### src/verilog/frontEnd_settings.svh
/*
 * Front-end sizing: predictor table depth, history width, address width, reset PCs
 */
`ifndef FRONTEND_SETTINGS_SVH
`define FRONTEND_SETTINGS_SVH

// Entries in both the BTB and the PHT
`define BTB_ENTRIES 32

// Global history width, also the PHT index width
`define GHR_BITS 5

`define XLEN 32

// Start addresses of the two fetch slots
`define RESET_PC0 32'h0000_0000
`define RESET_PC1 32'h0000_1000

`endif

### src/verilog/riscvPkg.sv
/*
 * RISC-V instruction types and the control-flow opcodes seen by fetch
 */
`default_nettype none
`include "frontEnd_settings.svh"

package riscvPkg;

    typedef logic [`XLEN-1:0] addrT;
    typedef logic [31:0] instrT;
    typedef logic [6:0] opcodeT;

    localparam opcodeT OP_BRANCH = 7'b110_0011;
    localparam opcodeT OP_JAL    = 7'b110_1111;
    localparam opcodeT OP_JALR   = 7'b110_0111;

    function automatic opcodeT opcodeOf(instrT instr);
        return instr[6:0];
    endfunction

    function automatic logic isBranchOp(instrT instr);
        return opcodeOf(instr) == OP_BRANCH;
    endfunction

    // Unconditional jumps, direct or register based
    function automatic logic isJumpOp(instrT instr);
        return (opcodeOf(instr) == OP_JAL) || (opcodeOf(instr) == OP_JALR);
    endfunction

endpackage

`default_nettype wire

### src/verilog/predictorPkg.sv
/*
 * Branch predictor types: BTB entry, 2-bit counter and table update record
 */
`default_nettype none
`include "frontEnd_settings.svh"

package predictorPkg;
    import riscvPkg::*;

    localparam int BTB_IDX_BITS = $clog2(`BTB_ENTRIES);
    // PC bits above the index and the byte offset
    localparam int TAG_BITS = `XLEN - BTB_IDX_BITS - 2;

    typedef logic [BTB_IDX_BITS-1:0] btbIdxT;
    typedef logic [TAG_BITS-1:0] tagT;
    typedef logic [`GHR_BITS-1:0] phtIdxT;
    typedef logic [1:0] counterT;

    // Weakly not taken
    localparam counterT COUNTER_INIT = 2'd1;

    typedef struct packed {
        logic valid;
        tagT tag;
        addrT target;
        logic isJump;
    } btbEntryT;

    typedef struct packed {
        logic btbWe;
        logic phtWe;
        btbIdxT btbIdx;
        tagT tag;
        addrT target;
        logic isJump;
        phtIdxT phtIdx;
        logic taken;
    } updateT;

    function automatic btbIdxT btbIdxOf(addrT pc);
        return pc[BTB_IDX_BITS+1:2];
    endfunction

    function automatic tagT tagOf(addrT pc);
        return pc[`XLEN-1:BTB_IDX_BITS+2];
    endfunction

endpackage

`default_nettype wire

### src/verilog/predictorIf.sv
/*
 * Predictor interfaces: per-slot table lookup and per-slot update request
 */
`timescale 1ns/1ps
`default_nettype none

// Lookup is combinational, tables answer in the same cycle
interface lookupIf import riscvPkg::*, predictorPkg::*; ();
    btbIdxT btbIdx;
    tagT tag;
    phtIdxT phtIdx;
    logic hit;
    addrT target;
    logic isJump;
    counterT counter;

    modport slot (
        output btbIdx, tag, phtIdx,
        input hit, target, isJump, counter
    );

    modport tables (
        input btbIdx, tag, phtIdx,
        output hit, target, isJump, counter
    );
endinterface

// Request holds with a stable payload until granted
interface updateIf import predictorPkg::*; ();
    logic req;
    updateT payload;
    logic grant;

    modport requester (
        output req, payload,
        input grant
    );

    modport arbiter (
        input req, payload,
        output grant
    );
endinterface

`default_nettype wire

### src/verilog/dualFetchTop.sv
/*
 * Dual-slot fetch front end sharing one gshare predictor
 */
`timescale 1ns/1ps
`default_nettype none
`include "frontEnd_settings.svh"

module dualFetchTop
    import riscvPkg::*;
    import predictorPkg::*;
(
    input  wire          clk,
    input  wire          reset,
    // Slot 0
    input  wire          stall0_i,
    input  wire instrT   instrF0_i,
    input  wire          resolveValid0_i,
    input  wire addrT    resolvePc0_i,
    input  wire          resolveIsBranch0_i,
    input  wire          resolveIsJump0_i,
    input  wire          resolveTaken0_i,
    input  wire addrT    resolveTarget0_i,
    input  wire          resolvePredTaken0_i,
    input  wire phtIdxT  resolvePhtIndex0_i,
    output addrT         pcF0_o,
    output logic         predTakenF0_o,
    output phtIdxT       phtIndexF0_o,
    output logic         mispredict0_o,
    // Slot 1
    input  wire          stall1_i,
    input  wire instrT   instrF1_i,
    input  wire          resolveValid1_i,
    input  wire addrT    resolvePc1_i,
    input  wire          resolveIsBranch1_i,
    input  wire          resolveIsJump1_i,
    input  wire          resolveTaken1_i,
    input  wire addrT    resolveTarget1_i,
    input  wire          resolvePredTaken1_i,
    input  wire phtIdxT  resolvePhtIndex1_i,
    output addrT         pcF1_o,
    output logic         predTakenF1_o,
    output phtIdxT       phtIndexF1_o,
    output logic         mispredict1_o
);

    lookupIf look0 ();
    lookupIf look1 ();
    updateIf upd0 ();
    updateIf upd1 ();

    addrT redirectPc0;
    addrT redirectPc1;
    logic writeEn;
    updateT write;

    fetchSlot #(.resetPc(`RESET_PC0)) slot0_i (
        .clk(clk), .reset(reset), .stall_i(stall0_i), .instrF_i(instrF0_i),
        .redirect_i(mispredict0_o), .redirectPc_i(redirectPc0),
        .pcF_o(pcF0_o), .predTakenF_o(predTakenF0_o), .phtIndexF_o(phtIndexF0_o),
        .lookup(look0.slot)
    );

    fetchSlot #(.resetPc(`RESET_PC1)) slot1_i (
        .clk(clk), .reset(reset), .stall_i(stall1_i), .instrF_i(instrF1_i),
        .redirect_i(mispredict1_o), .redirectPc_i(redirectPc1),
        .pcF_o(pcF1_o), .predTakenF_o(predTakenF1_o), .phtIndexF_o(phtIndexF1_o),
        .lookup(look1.slot)
    );

    resolveUnit resolve0_i (
        .clk(clk), .reset(reset), .resolveValid_i(resolveValid0_i),
        .resolvePc_i(resolvePc0_i), .resolveIsBranch_i(resolveIsBranch0_i),
        .resolveIsJump_i(resolveIsJump0_i), .resolveTaken_i(resolveTaken0_i),
        .resolveTarget_i(resolveTarget0_i), .resolvePredTaken_i(resolvePredTaken0_i),
        .resolvePhtIndex_i(resolvePhtIndex0_i), .mispredict_o(mispredict0_o),
        .redirectPc_o(redirectPc0), .update(upd0.requester)
    );

    resolveUnit resolve1_i (
        .clk(clk), .reset(reset), .resolveValid_i(resolveValid1_i),
        .resolvePc_i(resolvePc1_i), .resolveIsBranch_i(resolveIsBranch1_i),
        .resolveIsJump_i(resolveIsJump1_i), .resolveTaken_i(resolveTaken1_i),
        .resolveTarget_i(resolveTarget1_i), .resolvePredTaken_i(resolvePredTaken1_i),
        .resolvePhtIndex_i(resolvePhtIndex1_i), .mispredict_o(mispredict1_o),
        .redirectPc_o(redirectPc1), .update(upd1.requester)
    );

    updateArbiter arbiter_i (
        .clk(clk), .reset(reset), .upd0(upd0.arbiter), .upd1(upd1.arbiter),
        .writeEn_o(writeEn), .write_o(write)
    );

    predictorTables tables_i (
        .clk(clk), .reset(reset), .writeEn_i(writeEn), .write_i(write),
        .look0(look0.tables), .look1(look1.tables)
    );

endmodule

`default_nettype wire

### src/verilog/fetchSlot.sv
/*
 * Fetch slot: PC and global history registers, BTB/PHT lookup, next-PC select
 */
`timescale 1ns/1ps
`default_nettype none
`include "frontEnd_settings.svh"

module fetchSlot
    import riscvPkg::*;
    import predictorPkg::*;
#(
    parameter addrT resetPc = `RESET_PC0
) (
    input  wire         clk,
    input  wire         reset,
    input  wire         stall_i,
    input  wire instrT  instrF_i,
    input  wire         redirect_i,
    input  wire addrT   redirectPc_i,
    output addrT        pcF_o,
    output logic        predTakenF_o,
    output phtIdxT      phtIndexF_o,
    lookupIf.slot       lookup
);

    phtIdxT ghr;
    addrT pcNext;
    logic predTaken;

    // Gshare index: low PC bits folded with the history
    assign lookup.btbIdx = btbIdxOf(pcF_o);
    assign lookup.tag = tagOf(pcF_o);
    assign lookup.phtIdx = phtIdxT'(pcF_o[`GHR_BITS+1:2]) ^ ghr;

    // Jumps in the BTB are always taken, branches follow the counter
    assign predTaken = lookup.hit && (lookup.isJump || (lookup.counter >= counterT'(2)));

    assign predTakenF_o = predTaken;
    assign phtIndexF_o = lookup.phtIdx;

    // Redirect beats stall, the pipeline behind fetch is flushed
    always_comb begin
        if (redirect_i) begin
            pcNext = redirectPc_i;
        end else if (stall_i) begin
            pcNext = pcF_o;
        end else if (predTaken) begin
            pcNext = lookup.target;
        end else begin
            pcNext = pcF_o + addrT'(4);
        end
    end

    always_ff @(posedge clk) begin
        if (reset) begin
            pcF_o <= resetPc;
        end else begin
            pcF_o <= pcNext;
        end
    end

    // History restarts after a misprediction
    always_ff @(posedge clk) begin
        if (reset || redirect_i) begin
            ghr <= '0;
        end else if (!stall_i && isBranchOp(instrF_i)) begin
            ghr <= {ghr[`GHR_BITS-2:0], predTaken};
        end
    end

endmodule

`default_nettype wire

### src/verilog/predictorTables.sv
/*
 * Shared BTB and PHT with two combinational lookup ports and one write port
 */
`timescale 1ns/1ps
`default_nettype none
`include "frontEnd_settings.svh"

module predictorTables
    import predictorPkg::*;
(
    input  wire         clk,
    input  wire         reset,
    input  wire         writeEn_i,
    input  wire updateT write_i,
    lookupIf.tables     look0,
    lookupIf.tables     look1
);

    btbEntryT btb [`BTB_ENTRIES];
    counterT pht [`BTB_ENTRIES];

    btbEntryT read0;
    btbEntryT read1;
    btbEntryT newEntry;
    counterT oldCount;
    counterT newCount;

    function automatic logic tagHit(btbEntryT entry, tagT tag);
        return entry.valid && (entry.tag == tag);
    endfunction

    // Read ports see the array before this cycle's write
    assign read0 = btb[look0.btbIdx];
    assign look0.hit = tagHit(read0, look0.tag);
    assign look0.target = read0.target;
    assign look0.isJump = read0.isJump;
    assign look0.counter = pht[look0.phtIdx];

    assign read1 = btb[look1.btbIdx];
    assign look1.hit = tagHit(read1, look1.tag);
    assign look1.target = read1.target;
    assign look1.isJump = read1.isJump;
    assign look1.counter = pht[look1.phtIdx];

    assign newEntry = '{valid: 1'b1, tag: write_i.tag, target: write_i.target,
                        isJump: write_i.isJump};

    // Saturating 2-bit counter step
    assign oldCount = pht[write_i.phtIdx];
    always_comb begin
        if (write_i.taken) begin
            newCount = (oldCount == 2'd3) ? oldCount : oldCount + 2'd1;
        end else begin
            newCount = (oldCount == 2'd0) ? oldCount : oldCount - 2'd1;
        end
    end

    always_ff @(posedge clk) begin
        if (reset) begin
            for (int i = 0; i < `BTB_ENTRIES; i++) begin
                btb[i] <= '0;
                pht[i] <= COUNTER_INIT;
            end
        end else if (writeEn_i) begin
            if (write_i.btbWe) begin
                btb[write_i.btbIdx] <= newEntry;
            end
            if (write_i.phtWe) begin
                pht[write_i.phtIdx] <= newCount;
            end
        end
    end

    writeKnown: assert property (@(posedge clk) disable iff (reset)
        writeEn_i |-> (!write_i.btbWe || !$isunknown(newEntry)) &&
                      (!write_i.phtWe || !$isunknown(newCount)));

endmodule

`default_nettype wire

### src/verilog/resolveUnit.sv
/*
 * Resolve unit: checks a branch outcome against its prediction, raises the
 * redirect, and buffers one table update until the arbiter grants it
 */
`timescale 1ns/1ps
`default_nettype none

module resolveUnit
    import riscvPkg::*;
    import predictorPkg::*;
(
    input  wire          clk,
    input  wire          reset,
    input  wire          resolveValid_i,
    input  wire addrT    resolvePc_i,
    input  wire          resolveIsBranch_i,
    input  wire          resolveIsJump_i,
    input  wire          resolveTaken_i,
    input  wire addrT    resolveTarget_i,
    input  wire          resolvePredTaken_i,
    input  wire phtIdxT  resolvePhtIndex_i,
    output logic         mispredict_o,
    output addrT         redirectPc_o,
    updateIf.requester   update
);

    logic outcomeTaken;
    logic loadBuf;
    logic reqQ;
    updateT recordD;
    updateT recordQ;

    // A jump always transfers control
    assign outcomeTaken = resolveIsJump_i || resolveTaken_i;
    assign loadBuf = resolveValid_i && (resolveIsBranch_i || resolveIsJump_i);

    assign mispredict_o = resolveValid_i &&
        ((resolveIsBranch_i && (resolvePredTaken_i != resolveTaken_i)) ||
         (resolveIsJump_i && !resolvePredTaken_i));

    assign redirectPc_o = outcomeTaken ? resolveTarget_i : resolvePc_i + addrT'(4);

    always_comb begin
        recordD.btbWe = resolveIsJump_i || (resolveIsBranch_i && resolveTaken_i);
        recordD.phtWe = resolveIsBranch_i;
        recordD.btbIdx = btbIdxOf(resolvePc_i);
        recordD.tag = tagOf(resolvePc_i);
        recordD.target = resolveTarget_i;
        recordD.isJump = resolveIsJump_i;
        recordD.phtIdx = resolvePhtIndex_i;
        recordD.taken = outcomeTaken;
    end

    // A new record may land in the cycle the old one is granted
    always_ff @(posedge clk) begin
        if (reset) begin
            reqQ <= 1'b0;
        end else if (loadBuf) begin
            reqQ <= 1'b1;
        end else if (update.grant) begin
            reqQ <= 1'b0;
        end
    end

    always_ff @(posedge clk) begin
        if (loadBuf) begin
            recordQ <= recordD;
        end
    end

    assign update.req = reqQ;
    assign update.payload = recordQ;

    // Resolves faster than the arbiter drains would lose an update
    bufferFree: assert property (@(posedge clk) disable iff (reset)
        loadBuf |-> (!reqQ || update.grant));

endmodule

`default_nettype wire

### src/verilog/updateArbiter.sv
/*
 * Round-robin arbiter for the single predictor table write port
 */
`timescale 1ns/1ps
`default_nettype none

module updateArbiter
    import predictorPkg::*;
(
    input  wire      clk,
    input  wire      reset,
    updateIf.arbiter upd0,
    updateIf.arbiter upd1,
    output logic     writeEn_o,
    output updateT   write_o
);

    // High when slot 1 held the port last
    logic lastGrant;
    logic grant0;
    logic grant1;

    always_comb begin
        grant0 = 1'b0;
        grant1 = 1'b0;
        if (upd0.req && upd1.req) begin
            // Conflict goes to the slot that waited
            grant0 = lastGrant;
            grant1 = !lastGrant;
        end else begin
            grant0 = upd0.req;
            grant1 = upd1.req;
        end
    end

    always_ff @(posedge clk) begin
        if (reset) begin
            lastGrant <= 1'b1;
        end else if (grant0) begin
            lastGrant <= 1'b0;
        end else if (grant1) begin
            lastGrant <= 1'b1;
        end
    end

    assign upd0.grant = grant0;
    assign upd1.grant = grant1;
    assign writeEn_o = grant0 || grant1;
    assign write_o = grant1 ? upd1.payload : upd0.payload;

    // A slot that loses a conflict owns the port in the next cycle
    waitBounded0: assert property (@(posedge clk) disable iff (reset)
        (upd0.req && !upd0.grant) |=> upd0.grant);

    waitBounded1: assert property (@(posedge clk) disable iff (reset)
        (upd1.req && !upd1.grant) |=> upd1.grant);

endmodule

`default_nettype wire
### config.mk
export PLATFORM = sky130hd
export DESIGN_NAME = dualFetchTop
export DESIGN_NICKNAME = d
export VERILOG_FILES = /design/src/verilog/riscvPkg.sv /design/src/verilog/predictorPkg.sv /design/src/verilog/predictorIf.sv /design/src/verilog/dualFetchTop.sv /design/src/verilog/fetchSlot.sv /design/src/verilog/predictorTables.sv /design/src/verilog/resolveUnit.sv /design/src/verilog/updateArbiter.sv
export VERILOG_INCLUDE_DIRS = /design/src /design/src/verilog
export SDC_FILE = /design/constraint.sdc
export NUM_CORES = 2
export LEC_CHECK = 0
export BUFFER_PORTS_ARGS = -buffer_cell sky130_fd_sc_hd__buf_2
export CORE_MARGIN = 2
export CORE_UTILIZATION = 40
export DETAILED_ROUTE_END_ITERATION = 6
export PLACE_DENSITY = 0.51
export SYNTH_ARGS = -nofsm -noshare
export SYNTH_HDL_FRONTEND = slang
export SYNTH_SLANG_ARGS = --single-unit
### constraint.sdc
create_clock -name clk -period 5.6 [get_ports clk]
set_clock_uncertainty 0.15 [all_clocks]
set_input_delay 1.4 -clock clk [delete_from_list [all_inputs] [get_ports clk]]
set_output_delay 1.4 -clock clk [all_outputs]
set_load 0.03 [all_outputs]
==> results.yml <==
status:
  outcome: "finished, violations left"
  violations: "setup timing"
floorplan:
  die_y_um: 532
  initial_core_util: 0.402
  core_sq_mm: 0.277
  rows: 193
  die_w_um: 532
  die_area_sq_mm: 0.283
  ios: 294
layout:
  layout-drive-gt1-share: 0.292
  layout_commonest_cell: "edfxtp_1"
  final_nets: 8294
  syn2layout_area_growth_pct: 15.7
  finalInstanceArea_sq_mm: 0.129
  final_cell_mix: "edfxtp_1 (2062), nor2_1 (2048), mux4_2 (1044)"
  fillerInstances: 24500
timing:
  holdWs_ns: 0.318
  timing.final.ws_setup_ns: -0.308
  layout_min_cycle_time_ns: 5.91
  slew_headroom: 0.106
  final.setup.tns_ns: -0.564
  drv_slew: 0
  max_freq_mhz: 169
  worst_pin_slew_ns: 1.31
  hold_viol: 0
  rsz0062_at_grt: "yes"
  fin_crit_sh: 1.05
  setup_violations: 2
routing:
  viasPerCell: 6.68
  route.detailed.drc: 0
  ant_nets: 0
  dr_total_vias: 80500
  wl_per_cell_um: 41.4
  totalWireLength_mm: 499
  drtIter0Drc: 13200
  firstDrtPassIters: 6
clocking:
  clock_latency_ns: 0.94
  cts_max_level: 4
  numCtsBuffers: 244
  cts_sinks: 2181
  ctsHoldBuffers: 0
  cts_buffer_depth: 4
  clkTransAtPathRegs_ns: 0.06
  cts-root-buf: "clkbuf_16"
  cts_tree: "built"
yosys:
  synth_fp_nets: 8069
  postSynth.asyncResetShare: 0
  synth_warnings: 0
  synth-seq-area-share: 0.577
  syn_area_sq_mm: 0.111
  syn-mean-instance-area_sq_um: 14.2
  synthCells: 7849
  synthFlopType: "edfxtp_1"
  ys_ff_latch: 2181
  synth-edff-count: 2062
  ys_types: 92
global_routing:
  grt_pass1_vias: 77700
  grt_max_degree: 135
  antenna_found_initial: 64
  grt_pass1_wl_mm: 670
  overflow: 0
  grt_util_all_layers: 0.346
place:
  place_congestion: 0.975
  post_dp_cell_area_sq_mm: 0.120
  dp_hpwl_mm: 289
  io_buffers: 243
pwr:
  p_leak_nw: 45.2
  power_mw: 42.9
  cellPowerDensity_mw_per_mm2: 333
  peakVddDrop_v: 0.000279
worst_setup_path:
  worstSetupPathType: "reg2out"
  required_ns: 4.05
  crit_path_end_kind: "output port"
  cp-start-kind: "flip-flop"
  worstPathArrival_ns: 4.36
  crit_fanout: 12
run:
  maxCapViolCount: 0
hold_path:
  worstHoldPathType: "reg2reg"
  hold_start: "tables_i.btb[28][58]"
## worst max-delay path, cell delays in order, from the launching register on
cell	delay [ns]
dfxtp_4	0.40
buf_12	0.15
buf_12	0.16
mux4_2	0.52
mux2i_2	0.35
a22oi_1	0.11
o211ai_1	0.25
buf_4	0.23
xnor2_1	0.09
nand4b_1	0.22
or4_4	0.46
nor3_4	0.27
buf_6	0.19
## logic make-up (layout without fill, tap and decap cells)
| group | after synthesis | after routing | share of synthesized area |
|---|---|---|---|
| AOI/OAI and AO/OA | 564 | 564 | 0.0339 |
| xor gates and xnor gates | 125 | 125 | 0.0101 |
| adders and majority gates | 5 | 5 | 0.000539 |
| buffers and inverters | 819 | 1234 | 0.0320 |
| DFF | 2181 | 2181 | 0.577 |
| muxes | 1414 | 1414 | 0.245 |
| other | 0 | 87 | 0 |
| and+or+nand+nor | 2741 | 2741 | 0.101 |
## flip-flops by register name, summed over array words and instances (netlist names), named ones only
register                   cells
slot1_i.pcF_o                 32
slot0_i.ghr                    5
tables_i.btb                1888
resolve1_i.update.payload     71
slot1_i.ghr                    5
slot0_i.pcF_o                 32
tables_i.pht                  64
arbiter_i.lastGrant            1
resolve1_i.update.req          1
resolve0_i.update.req          1
resolve0_i.update.payload     71
## what timing repair did
action | in CTS | in global routing
resized for setup | 91 | 39
setup buffers | 48 | 10
gates cloned | 10 | 1
pin swaps | 9 | 4
setup endpoints to repair | 2 | 2
## layout make-up
cell class | instances | area (sq um) | area share
clock buffer | 310 | 6400 | 0.0497
clock inverter | 126 | 1080 | 0.00837
inverter | 64 | 249 | 0.00193
sequential | 2181 | 64300 | 0.499
antenna | 87 | 218 | 0.00169
timing repair buffer | 734 | 6670 | 0.0518
tap | 3705 | 4640 | 0.0360
multi-input combinational | 4849 | 45300 | 0.351
## report_power, final
part | switching (mW) | internal, mW | leakage (nW) | total [mW]
combinational | 4.93 | 3.14 | 19.8 | 8.06
sequential | 0.524 | 18.5 | 21.7 | 19.1
clock | 6.96 | 8.80 | 3.68 | 15.8
## per-stage QoR
| stage | std cells | utilization | setup slack, ns |
|---|---|---|---|
| 2_1_floorplan | 7849 | - | 1.01 |
| 3_3_place_gp | 11500 | 0.432 | 0.186 |
| 3_5_place_dp | 11500 | 0.432 | 0.173 |
| 4_1_cts | 12000 | 0.464 | -0.273 |
| 5_1_grt | 12000 | 0.465 | -0.359 |
| 6_report | 12100 | 0.466 | -0.308 |
## metal layers
metal / GRT usage / share of wire / up-vias
met1: 0.456 / 0.36 / 42100
li1: - / - / 30700
met4: 0.212 / 0.073 / 10
met5: 0 / 0.00012 / -
met3: 0.0912 / 0.13 / 1411
met2: 0.513 / 0.44 / 6330
## final timing paths
check	to	slack [ns]	depth (start not counted)
worst max-delay path	predTakenF1_o	-0.31	12
worst min-delay path	tables_i.btb[28][58]	0.32	2
worst max register to register	slot1_i.pcF_o[20]	0.42	11
worst min register to register	tables_i.btb[28][58]	0.32	2
## cells in the mapped netlist (all sizes together), types with 24 or more instances
cell type | count | area (sq um)
xor2 | 63 | 578
nor2 | 2052 | 7710
clkbuf | 511 | 1920
nor2b | 29 | 181
xnor2 | 62 | 543
o21ai | 101 | 505
inv | 59 | 221
and3 | 47 | 294
a22oi | 85 | 638
nand2 | 311 | 1170
a221oi | 42 | 374
nor4 | 33 | 259
a21oi | 104 | 521
mux2 | 62 | 698
mux2i | 308 | 3080
nor3 | 27 | 146
buf | 244 | 1410
edfxtp | 2062 | 61900
nand3 | 107 | 541
mux4 | 1044 | 23500
o211ai | 25 | 188
dfxtp | 119 | 2380
or3 | 24 | 150
o22ai | 82 | 513
Note: power is estimated with default switching activity, not from simulation.
